## src/spi_dma_macros.svh

```systemverilog
`ifndef SPI_DMA_MACROS_SVH
`define SPI_DMA_MACROS_SVH

// Buffer address width, 256 bytes with wrap-around addressing
`define SPI_DMA_ADDR_W 8

// One transfer unit is a byte
`define SPI_DMA_DATA_W 8

// Width of the byte count of one command
`define SPI_DMA_COUNT_W 16

// System clocks per SCLK half period
`define SPI_DMA_CLK_DIV 2

`endif
```

## src/spi_dma_pkg.sv

```systemverilog
package spi_dma_pkg;

    // Transfer controller states, one buffer byte per pass from READ to WAIT_DONE
    typedef enum logic [2:0]
    {
        XFER_IDLE      = 3'd0,
        XFER_READ      = 3'd1,
        XFER_READ_WAIT = 3'd2,
        XFER_XFER      = 3'd3,
        XFER_WAIT_DONE = 3'd4
    } xfer_state_e;

    // SPI master states
    // SETUP is the first low half period after chip select falls
    typedef enum logic [2:0]
    {
        SPI_IDLE   = 3'd0,
        SPI_SETUP  = 3'd1,
        SPI_LOW    = 3'd2,
        SPI_HIGH   = 3'd3,
        SPI_FINISH = 3'd4
    } spi_state_e;

endpackage

```

## src/spi_xfer_if.sv

```systemverilog
`timescale 1ns/1ns
`include "spi_dma_macros.svh"

// Byte exchange between the transfer controller and the SPI master
interface spi_xfer_if;

    logic                       start;
    logic [`SPI_DMA_DATA_W-1:0] tx_data;
    logic [`SPI_DMA_DATA_W-1:0] rx_data;
    logic                       done;

    modport ctrl
    (
        output start,
        output tx_data,
        input  rx_data,
        input  done
    );

    modport master
    (
        input  start,
        input  tx_data,
        output rx_data,
        output done
    );

endinterface

```

## src/spi_dma_top.sv

```systemverilog
`timescale 1ns/1ns
`include "spi_dma_macros.svh"

module spi_dma_top
(
    input  logic                        clk_i,
    input  logic                        rst_i,
    input  logic                        xfer_start_i,
    input  logic [`SPI_DMA_ADDR_W-1:0]  xfer_addr_i,
    input  logic [`SPI_DMA_COUNT_W-1:0] xfer_count_i,
    input  logic                        xfer_rx_only_i,
    output logic                        xfer_busy_o,
    output logic                        xfer_done_o,
    input  logic [`SPI_DMA_ADDR_W-1:0]  host_addr_i,
    input  logic [`SPI_DMA_DATA_W-1:0]  host_wdata_i,
    input  logic                        host_we_i,
    output logic [`SPI_DMA_DATA_W-1:0]  host_rdata_o,
    output logic                        sclk_o,
    output logic                        mosi_o,
    output logic                        cs_n_o,
    input  logic                        miso_i
);

    logic [`SPI_DMA_ADDR_W-1:0] mem_addr;
    logic [`SPI_DMA_DATA_W-1:0] mem_wdata;
    logic [`SPI_DMA_DATA_W-1:0] mem_rdata;
    logic                       mem_we;
    logic                       mem_rd;

    spi_xfer_if i_bus ();

    xfer_buf_ram i_ram
    (
        .clk_i        (clk_i),
        .host_addr_i  (host_addr_i),
        .host_wdata_i (host_wdata_i),
        .host_we_i    (host_we_i),
        .host_rdata_o (host_rdata_o),
        .eng_addr_i   (mem_addr),
        .eng_wdata_i  (mem_wdata),
        .eng_we_i     (mem_we),
        .eng_rd_i     (mem_rd),
        .eng_rdata_o  (mem_rdata)
    );

    spi_xfer_ctrl i_ctrl
    (
        .clk_i          (clk_i),
        .rst_i          (rst_i),
        .xfer_start_i   (xfer_start_i),
        .xfer_addr_i    (xfer_addr_i),
        .xfer_count_i   (xfer_count_i),
        .xfer_rx_only_i (xfer_rx_only_i),
        .xfer_busy_o    (xfer_busy_o),
        .xfer_done_o    (xfer_done_o),
        .mem_addr_o     (mem_addr),
        .mem_wdata_o    (mem_wdata),
        .mem_we_o       (mem_we),
        .mem_rd_o       (mem_rd),
        .mem_rdata_i    (mem_rdata),
        .bus            (i_bus.ctrl)
    );

    spi_master i_master
    (
        .clk_i  (clk_i),
        .rst_i  (rst_i),
        .bus    (i_bus.master),
        .sclk_o (sclk_o),
        .mosi_o (mosi_o),
        .cs_n_o (cs_n_o),
        .miso_i (miso_i)
    );

endmodule

```

## src/spi_xfer_ctrl.sv

```systemverilog
`timescale 1ns/1ns
`include "spi_dma_macros.svh"

module spi_xfer_ctrl
(
    input  logic                        clk_i,
    input  logic                        rst_i,
    input  logic                        xfer_start_i,
    input  logic [`SPI_DMA_ADDR_W-1:0]  xfer_addr_i,
    input  logic [`SPI_DMA_COUNT_W-1:0] xfer_count_i,
    input  logic                        xfer_rx_only_i,
    output logic                        xfer_busy_o,
    output logic                        xfer_done_o,
    output logic [`SPI_DMA_ADDR_W-1:0]  mem_addr_o,
    output logic [`SPI_DMA_DATA_W-1:0]  mem_wdata_o,
    output logic                        mem_we_o,
    output logic                        mem_rd_o,
    input  logic [`SPI_DMA_DATA_W-1:0]  mem_rdata_i,
    spi_xfer_if.ctrl                    bus
);

    spi_dma_pkg::xfer_state_e    state_q;
    logic [`SPI_DMA_COUNT_W-1:0] count_q;
    logic [`SPI_DMA_COUNT_W-1:0] current_q;
    logic [`SPI_DMA_ADDR_W-1:0]  addr_q;
    logic                        rx_only_q;
    logic                        accept;
    logic                        byte_done;
    logic                        last_byte;

    // Commands are only looked at in IDLE, a zero count is dropped
    assign accept    = (state_q == spi_dma_pkg::XFER_IDLE) && xfer_start_i &&
                       (xfer_count_i != '0);
    assign byte_done = (state_q == spi_dma_pkg::XFER_WAIT_DONE) && bus.done;
    assign last_byte = (current_q == count_q);

    always_ff @(posedge clk_i or posedge rst_i)
    begin
        if (rst_i)
        begin
            state_q     <= spi_dma_pkg::XFER_IDLE;
            xfer_busy_o <= 1'b0;
            xfer_done_o <= 1'b0;
            mem_rd_o    <= 1'b0;
            mem_we_o    <= 1'b0;
            bus.start   <= 1'b0;
        end
        else
        begin
            xfer_done_o <= 1'b0;
            mem_rd_o    <= 1'b0;
            mem_we_o    <= 1'b0;
            bus.start   <= 1'b0;

            case (state_q)
            spi_dma_pkg::XFER_IDLE:
            begin
                // Busy drops here, one cycle after the done pulse
                xfer_busy_o <= accept;
                if (accept)
                begin
                    state_q <= spi_dma_pkg::XFER_READ;
                end
            end
            spi_dma_pkg::XFER_READ:
            begin
                mem_rd_o <= 1'b1;
                state_q  <= spi_dma_pkg::XFER_READ_WAIT;
            end
            spi_dma_pkg::XFER_READ_WAIT:
            begin
                state_q <= spi_dma_pkg::XFER_XFER;
            end
            spi_dma_pkg::XFER_XFER:
            begin
                bus.start <= 1'b1;
                state_q   <= spi_dma_pkg::XFER_WAIT_DONE;
            end
            spi_dma_pkg::XFER_WAIT_DONE:
            begin
                if (bus.done)
                begin
                    mem_we_o <= 1'b1;
                    if (last_byte)
                    begin
                        xfer_done_o <= 1'b1;
                        state_q     <= spi_dma_pkg::XFER_IDLE;
                    end
                    else
                    begin
                        state_q <= spi_dma_pkg::XFER_READ;
                    end
                end
            end
            default:
            begin
                state_q <= spi_dma_pkg::XFER_IDLE;
            end
            endcase
        end
    end

    // Command registers and datapath
    always_ff @(posedge clk_i)
    begin
        if (accept)
        begin
            count_q   <= xfer_count_i;
            current_q <= `SPI_DMA_COUNT_W'(1);
            addr_q    <= xfer_addr_i;
            rx_only_q <= xfer_rx_only_i;
        end

        // The address set here also serves the write-back of the same byte
        if (state_q == spi_dma_pkg::XFER_READ)
        begin
            mem_addr_o <= addr_q;
        end

        // Receive-only sends all ones and ignores the buffer contents
        if (state_q == spi_dma_pkg::XFER_XFER)
        begin
            bus.tx_data <= rx_only_q ? {`SPI_DMA_DATA_W{1'b1}} : mem_rdata_i;
        end

        if (byte_done)
        begin
            mem_wdata_o <= bus.rx_data;
            if (!last_byte)
            begin
                addr_q    <= addr_q + 1'b1;
                current_q <= current_q + 1'b1;
            end
        end
    end

endmodule

```

## src/spi_master.sv

```systemverilog
`timescale 1ns/1ns
`include "spi_dma_macros.svh"

module spi_master
(
    input  logic       clk_i,
    input  logic       rst_i,
    spi_xfer_if.master bus,
    output logic       sclk_o,
    output logic       mosi_o,
    output logic       cs_n_o,
    input  logic       miso_i
);

    localparam int DIV_W  = $clog2(`SPI_DMA_CLK_DIV + 1);
    localparam int BIT_W  = $clog2(`SPI_DMA_DATA_W);
    localparam int DATA_W = `SPI_DMA_DATA_W;

    spi_dma_pkg::spi_state_e state_q;
    logic [DIV_W-1:0]        div_q;
    logic [BIT_W-1:0]        bit_q;
    logic [DATA_W-1:0]       tx_shift_q;
    logic [DATA_W-1:0]       rx_shift_q;
    logic                    div_last;
    logic                    sclk_rise;
    logic                    sclk_fall;
    logic                    byte_end;

    assign div_last  = (div_q == DIV_W'(`SPI_DMA_CLK_DIV - 1));
    assign sclk_rise = div_last && ((state_q == spi_dma_pkg::SPI_SETUP) ||
                                    (state_q == spi_dma_pkg::SPI_LOW));
    assign sclk_fall = div_last && (state_q == spi_dma_pkg::SPI_HIGH);
    assign byte_end  = div_last && (state_q == spi_dma_pkg::SPI_FINISH);

    // MSB first, MOSI is valid as soon as chip select falls
    assign mosi_o = tx_shift_q[DATA_W-1];

    always_ff @(posedge clk_i or posedge rst_i)
    begin
        if (rst_i)
        begin
            state_q  <= spi_dma_pkg::SPI_IDLE;
            div_q    <= '0;
            bit_q    <= '0;
            sclk_o   <= 1'b0;
            cs_n_o   <= 1'b1;
            bus.done <= 1'b0;
        end
        else
        begin
            bus.done <= 1'b0;

            // Divider runs through every half period and rests in IDLE
            if ((state_q == spi_dma_pkg::SPI_IDLE) || div_last)
            begin
                div_q <= '0;
            end
            else
            begin
                div_q <= div_q + 1'b1;
            end

            case (state_q)
            spi_dma_pkg::SPI_IDLE:
            begin
                bit_q <= '0;
                if (bus.start)
                begin
                    cs_n_o  <= 1'b0;
                    state_q <= spi_dma_pkg::SPI_SETUP;
                end
            end
            spi_dma_pkg::SPI_SETUP,
            spi_dma_pkg::SPI_LOW:
            begin
                if (div_last)
                begin
                    sclk_o  <= 1'b1;
                    state_q <= spi_dma_pkg::SPI_HIGH;
                end
            end
            spi_dma_pkg::SPI_HIGH:
            begin
                if (div_last)
                begin
                    sclk_o <= 1'b0;
                    if (bit_q == BIT_W'(DATA_W - 1))
                    begin
                        state_q <= spi_dma_pkg::SPI_FINISH;
                    end
                    else
                    begin
                        bit_q   <= bit_q + 1'b1;
                        state_q <= spi_dma_pkg::SPI_LOW;
                    end
                end
            end
            spi_dma_pkg::SPI_FINISH:
            begin
                // Half a period of hold after the last falling edge
                if (div_last)
                begin
                    cs_n_o   <= 1'b1;
                    bus.done <= 1'b1;
                    state_q  <= spi_dma_pkg::SPI_IDLE;
                end
            end
            default:
            begin
                state_q <= spi_dma_pkg::SPI_IDLE;
            end
            endcase
        end
    end

    // Shift registers carry payload only
    always_ff @(posedge clk_i)
    begin
        if ((state_q == spi_dma_pkg::SPI_IDLE) && bus.start)
        begin
            tx_shift_q <= bus.tx_data;
        end
        else if (sclk_fall)
        begin
            tx_shift_q <= {tx_shift_q[DATA_W-2:0], 1'b0};
        end

        if (sclk_rise)
        begin
            rx_shift_q <= {rx_shift_q[DATA_W-2:0], miso_i};
        end

        if (byte_end)
        begin
            bus.rx_data <= rx_shift_q;
        end
    end

endmodule

```

## src/xfer_buf_ram.sv

```systemverilog
`timescale 1ns/1ns
`include "spi_dma_macros.svh"

module xfer_buf_ram
(
    input  logic                       clk_i,
    input  logic [`SPI_DMA_ADDR_W-1:0] host_addr_i,
    input  logic [`SPI_DMA_DATA_W-1:0] host_wdata_i,
    input  logic                       host_we_i,
    output logic [`SPI_DMA_DATA_W-1:0] host_rdata_o,
    input  logic [`SPI_DMA_ADDR_W-1:0] eng_addr_i,
    input  logic [`SPI_DMA_DATA_W-1:0] eng_wdata_i,
    input  logic                       eng_we_i,
    input  logic                       eng_rd_i,
    output logic [`SPI_DMA_DATA_W-1:0] eng_rdata_o
);

    logic [`SPI_DMA_DATA_W-1:0] mem [2**`SPI_DMA_ADDR_W];

    // The host never writes while the engine is busy, so the two write
    // ports do not collide in normal use
    always_ff @(posedge clk_i)
    begin
        if (host_we_i)
        begin
            mem[host_addr_i] <= host_wdata_i;
        end
        if (eng_we_i)
        begin
            mem[eng_addr_i] <= eng_wdata_i;
        end
    end

    // Host reads every cycle
    always_ff @(posedge clk_i)
    begin
        host_rdata_o <= mem[host_addr_i];
    end

    // Engine read data holds until the next read strobe
    always_ff @(posedge clk_i)
    begin
        if (eng_rd_i)
        begin
            eng_rdata_o <= mem[eng_addr_i];
        end
    end

endmodule

```

## config.mk

```make
export PLATFORM = sky130hd
export DESIGN_NAME = spi_dma_top
export DESIGN_NICKNAME = d
export VERILOG_FILES = /design/src/spi_dma_pkg.sv /design/src/spi_xfer_if.sv /design/src/spi_dma_top.sv /design/src/spi_xfer_ctrl.sv /design/src/spi_master.sv /design/src/xfer_buf_ram.sv
export VERILOG_INCLUDE_DIRS = /design/src
export SDC_FILE = /design/constraint.sdc
export NUM_CORES = 2
export LEC_CHECK = 0
export BUFFER_PORTS_ARGS = -buffer_cell sky130_fd_sc_hd__buf_2
export CELL_PAD_IN_SITES_DETAIL_PLACEMENT = 1
export CELL_PAD_IN_SITES_GLOBAL_PLACEMENT = 1
export CORE_MARGIN = 8
export CORE_UTILIZATION = 30
export DETAILED_ROUTE_END_ITERATION = 16
export PLACE_DENSITY_LB_ADDON = 0.1
export SETUP_SLACK_MARGIN = 0.2
export SYNTH_ARGS = -nofsm -noshare
export SYNTH_HDL_FRONTEND = slang
export SYNTH_SLANG_ARGS = --single-unit
```

## constraint.sdc

```tcl
create_clock -name clk_i -period 3 [get_ports clk_i]
set_input_delay 0.3 -clock clk_i [delete_from_list [all_inputs] [get_ports clk_i]]
set_output_delay 0.3 -clock clk_i [all_outputs]
set_load 0.02 [all_outputs]
```

# Yosys cells after proc, flatten, opt, wreduce, memory -nomap -nowiden
# Memory sizes are Yosys's and may differ from the RTL's. A register that Yosys moved wholly into a read port is not among the register bits.
# Index checks and enable logic that the tools add are counted.
# op_classes
reduce_logical,22
n_bitwise,0
n_lt_le_gt_ge,0
shift,0
n_div,0
n_eq_ne,18
addsub,4
mux,40
multipliers,0
# ops
operator,count
$mux W16,3
$mux W8,5
$mux W3,9
$mux W1,17
$add A16 B1 Y16 const B,1
$eq A16 B16 Y1,1
$reduce_bool A16 Y1,1
$pmux W3 S5,1
$eq A3 B2 Y1 const B,4
$pmux W3 S4,1
$ne A2 B1 Y1 const B,5
$eq A3 B3 Y1 const B,3
$reduce_and A3 Y1,3
$add A8 B1 Y8 const B,1
$reduce_bool A2 Y1,4
$logic_and A1 B1 Y1,7
$eq A3 B1 Y1 const B,2
$logic_not A3 Y1,2
$pmux W3 S2,1
$ne A2 B2 Y1 const B,2
$pmux W1 S2,2
$reduce_and A4 Y1,1
$add A3 B1 Y3 const B,1
$add A2 B1 Y2 const B,1
other kinds (5),6
# word_totals
elab_cells,107
rom_bits,0
latchBits,0
ram_bits,2048
out_inout_bits,13
n_memories,1
ff_bits,108
input_bits,46
# mem_list
name,words,word_bits,rd,rd_clocked_by_memory_dff,write_ports,line_no,rtl
i_ram.mem,256,8,2,2,2,xfer_buf_ram.sv:18,logic [`SPI_DMA_DATA_W-1:0] mem [2**`SPI_DMA_ADDR_W];

# Longest topological paths before layout
# depth
depth_word,6
ltp_mapped,9
depth_no_buf,7

# Cells and area by module
# A second synthesis with hierarchy kept.
# unflattened
hier_cells,7924
area_unflattened_um2,125950.8
# by_module_without_submodules
mod,area_each_um2,instances,seq_area_each_um2,cells_per_inst
xfer_buf_ram,121492.8,1,61899.4,7585
spi_xfer_ctrl,3049.2,1,1911.8,247
spi_master,1408.9,1,997.2,92

# Worst setup path after synthesis
# Ideal clock, no wire load.
# synth_timing
path_kind,input to register
startpoint,in host_addr_i[1]
endpoint,"mem i_ram.mem[51][0] (netlist name), enable pin"
t_required_ns,2.616
n_path_buf,5
arrival_ns,2.351
slack_ns,0.265
cell_stages,9
setup_time_ns,0.384
path_cell_list,clkbuf_1 -> buf_2 -> buf_2 -> buf_2 -> nand2_1 -> nor2_1 -> nand2_1 -> clkbuf_1 -> o21ai_0
# synth_rtl
item,line_no,rtl
start: declaration,spi_dma_top.sv:14,"input logic [`SPI_DMA_ADDR_W-1:0] host_addr_i,"
end: declaration,xfer_buf_ram.sv:18,

==> flow_summary.toml <==
[run_status]
status = "finished, violations left"
violations = "slew limit, setup timing"

[clocking]
numClockSinks = 2172
cts_root_buf = "clkbuf_16"
cts_made_buffers = 286
ctsHtreeMaxLevel = 5
cts_tree = "yes"
clk_pin_slew_ps = 60
worst_skew_pair.late_latency_ps = 950
cts.path.max_buffers = 4

[synth]
yosys_warnings = 0
syn_nets = 7949
synthFlopType = "edfxtp_1"
synth-async-reset-ratio_pct = 0.8748
synthCells = 7898
synth-edff-count = 2121
yosys.area.top_type = "edfxtp_1"
synth_area_sq_mm = 0.1256
yosysUniqueCellTypes = 56
seq_area_frac_synth_pct = 51.59
synth_top_area_share_pct = 50.71
avgSynthCellArea_sq_um = 15.90
ys_ff_latch = 2172
synthTopCellsByArea = "edfxtp_1 51%, mux4_2 18%, mux2_2 18%"

[routing]
drc = 0
drt_iter0_markers = 10420
ant_nets = 0
drt_first_pass_iters = 6
viasPerCell = 6.009
totalWireLength_um = 607100
post_drt_wl_per_cell_um = 41.50
via_count = 87910

[finish]
layout.nets = 8893
design_area_sq_mm = 0.1589
fillers = 41400
multi_input_area_sq_mm = 0.05971
layout_commonest_cell = "edfxtp_1"
utilization_pct = 38.11
final_layout_size_suffix_gt1_share_pct = 60.25
register_area_sq_mm = 0.06481
syn_to_final_growth_pct = 26.48
layout_common_cells = "2121 x edfxtp_1, 1787 x mux2_2, 1024 x mux4_2, 1004 x buf_4, 447 x a22oi_1"
stdcell_count = 14630

[global_route]
grt_pass1_wl_um = 801100
met3_usage_pct = 4.689
busiest_layer = "met2"
grt_start_max_net_pins = 107
grt_usage_pct = 26.04
antenna_found_initial = 50
grtUsageMet2_pct = 42.47
grt_overflow = 0
grt_pass1_vias = 89440
gr-usage-met1_pct = 34.77

[timing]
whs_ps = 60.82
tightest_slew_ps = 1521
rsz0062_at_grt = "yes"
drv_slew = 13
fin_skew_ps = 46.89
timing.final.ws_setup_ps = -346.6
fin_crit_ps = 3347
fmax_mhz = 298.8
fin_crit_sh_pct = 111.6
hold_violations = 0
relSlewSlack_pct = -1.392
setup_viol_count_final = 1197

[floorplan]
die_x_um = 663.1
io-pin-count = 59
fp-row-count = 237
coreArea_sq_mm = 0.4169
fp.dieH_um = 663.1
initial_core_util_pct = 30.13
dieArea_sq_mm = 0.4397

[power]
vdd_drop_max_uv = 371.6
power.density_mw_per_mm2 = 465.1
leakagePower_nw = 52.06

[critical_path]
r2r_cells = 12
crit_path_end_kind = "register"
cp_max_fo = 6
crit_type = "reg2reg"
arrival_ps = 4020
worstSetupStartpointType = "register"
cp.required_ps = 3680

[flow_run]
drv_cap = 0

[place]
pre_cts_slack_ps = -1288
port_buffers = 58
gp_congestion = 0.9065
place_inst = 13880
place_hpwl_um = 409400
dpl_cell_area_sq_mm = 0.1442

[hold_path]
hp-class = "in2async"
## cells by family after synthesis
group           Yosys count  synth area share, %
compound gates         1119                5.908
xor+xnor                 23               0.1604
fa+ha+maj                 5              0.04980
buf+inv                 956                3.146
flops                  2172                51.59
mux                    3090                36.87
simple gates            533                2.270
## cell type report
class                      instances  area share [%]
clock buffer                     364           4.880
multi-input combinational       4770           37.58
antenna                           67          0.1055
sequential                      2172           40.79
tap                             5497           4.329
timing repair buffer            1603           11.37
clock inverter                   148          0.9261
inverter                           9         0.02126
## through the flow
stage,power (mW),TNS [ps]
final,73.90,-102110
after global routing,75.61,-164560
after CTS,74.46,-1982
after detailed placement,39.35,-19240
after global placement,39.28,-17360
after floorplan,36.91,0
## where the power goes
part	total [mW]	internal [mW]	leakage [nW]	switching, mW
logic	5.42	2.48	28.0	2.94
registers	33.5	33.3	19.6	0.147
clock network	35.0	20.4	4.49	14.5
total	73.9	56.3	52.1	17.6
## timing repair
item / CTS / global route
setup endpoints to repair: 2097 / 1365
gates resized for setup: 236 / 476
pin swaps: 35 / 88
setup buffers: 40 / 72
hold endpoints to repair: 47 / 0
cloned: 7 / 20
hold buffers: 28 / 0
## cells in the mapped netlist (15+ instances only)
library cell  count
nand2_2          15
nor2b_1          18
nor2_1           52
xnor2_1          22
buf_2           110
dfxtp_1          32
nand2_1         149
a21oi_1         263
dfrtp_1          18
nand4_1          27
buf_1            42
clkbuf_1        745
o21ai_0          89
mux2_1           57
a22oi_1         513
o41ai_1          66
o22ai_1         167
edfxtp_1       2121
nor2_2          152
nand3_1          29
mux4_2         1024
mux2_2         1999
buf_4            40
## flip-flops by register name, summed over array words and instances, names as in the netlist, 8 cells and up
name,cells
i_master.rx_shift_q,8
i_master.tx_shift_q,8
i_ram.host_rdata_o,8
i_ctrl.current_q,16
i_ctrl.count_q,16
i_master.bus.rx_data,8
i_ctrl.mem_addr_o,8
i_ram.eng_rdata_o,8
i_ctrl.bus.tx_data,8
i_ctrl.addr_q,8
i_ctrl.mem_wdata_o,8
i_ram.mem,2048
## final timing paths
path | start | endpoint | slack, ps
max | i_ctrl.mem_addr_o[0] | i_ram.eng_rdata_o[6] | -350
min | rst_i | i_master.state_q[2] | 60
max reg2reg | i_ctrl.mem_addr_o[0] | i_ram.eng_rdata_o[6] | -350
min reg2reg | i_master.bus.rx_data[6] | i_ctrl.mem_wdata_o[6] | 410
max in group asynchronous | rst_i | i_ctrl.state_q[0] | 2450
min in group clk_i | host_wdata_i[0] | i_ram.mem[236][0] | 70
## metal layers
layer	up-vias	wire (um)
li1	34760	-
met1	48250	251600
met2	3981	282300
met3	901	44970
met4	12	28130
met5	-	83
## critical path, stage by stage (launching register included)
cell	delay (ps)
edfxtp_1	380
buf_12	160
buf_16	180
buf_12	180
buf_12	120
buf_16	140
buf_8	110
mux4_2	530
a22oi_2	240
a21oi_2	110
o41ai_4	590
buf_4	200
nand4_1	60
No activity file was read; power rests on OpenSTA's default activity.
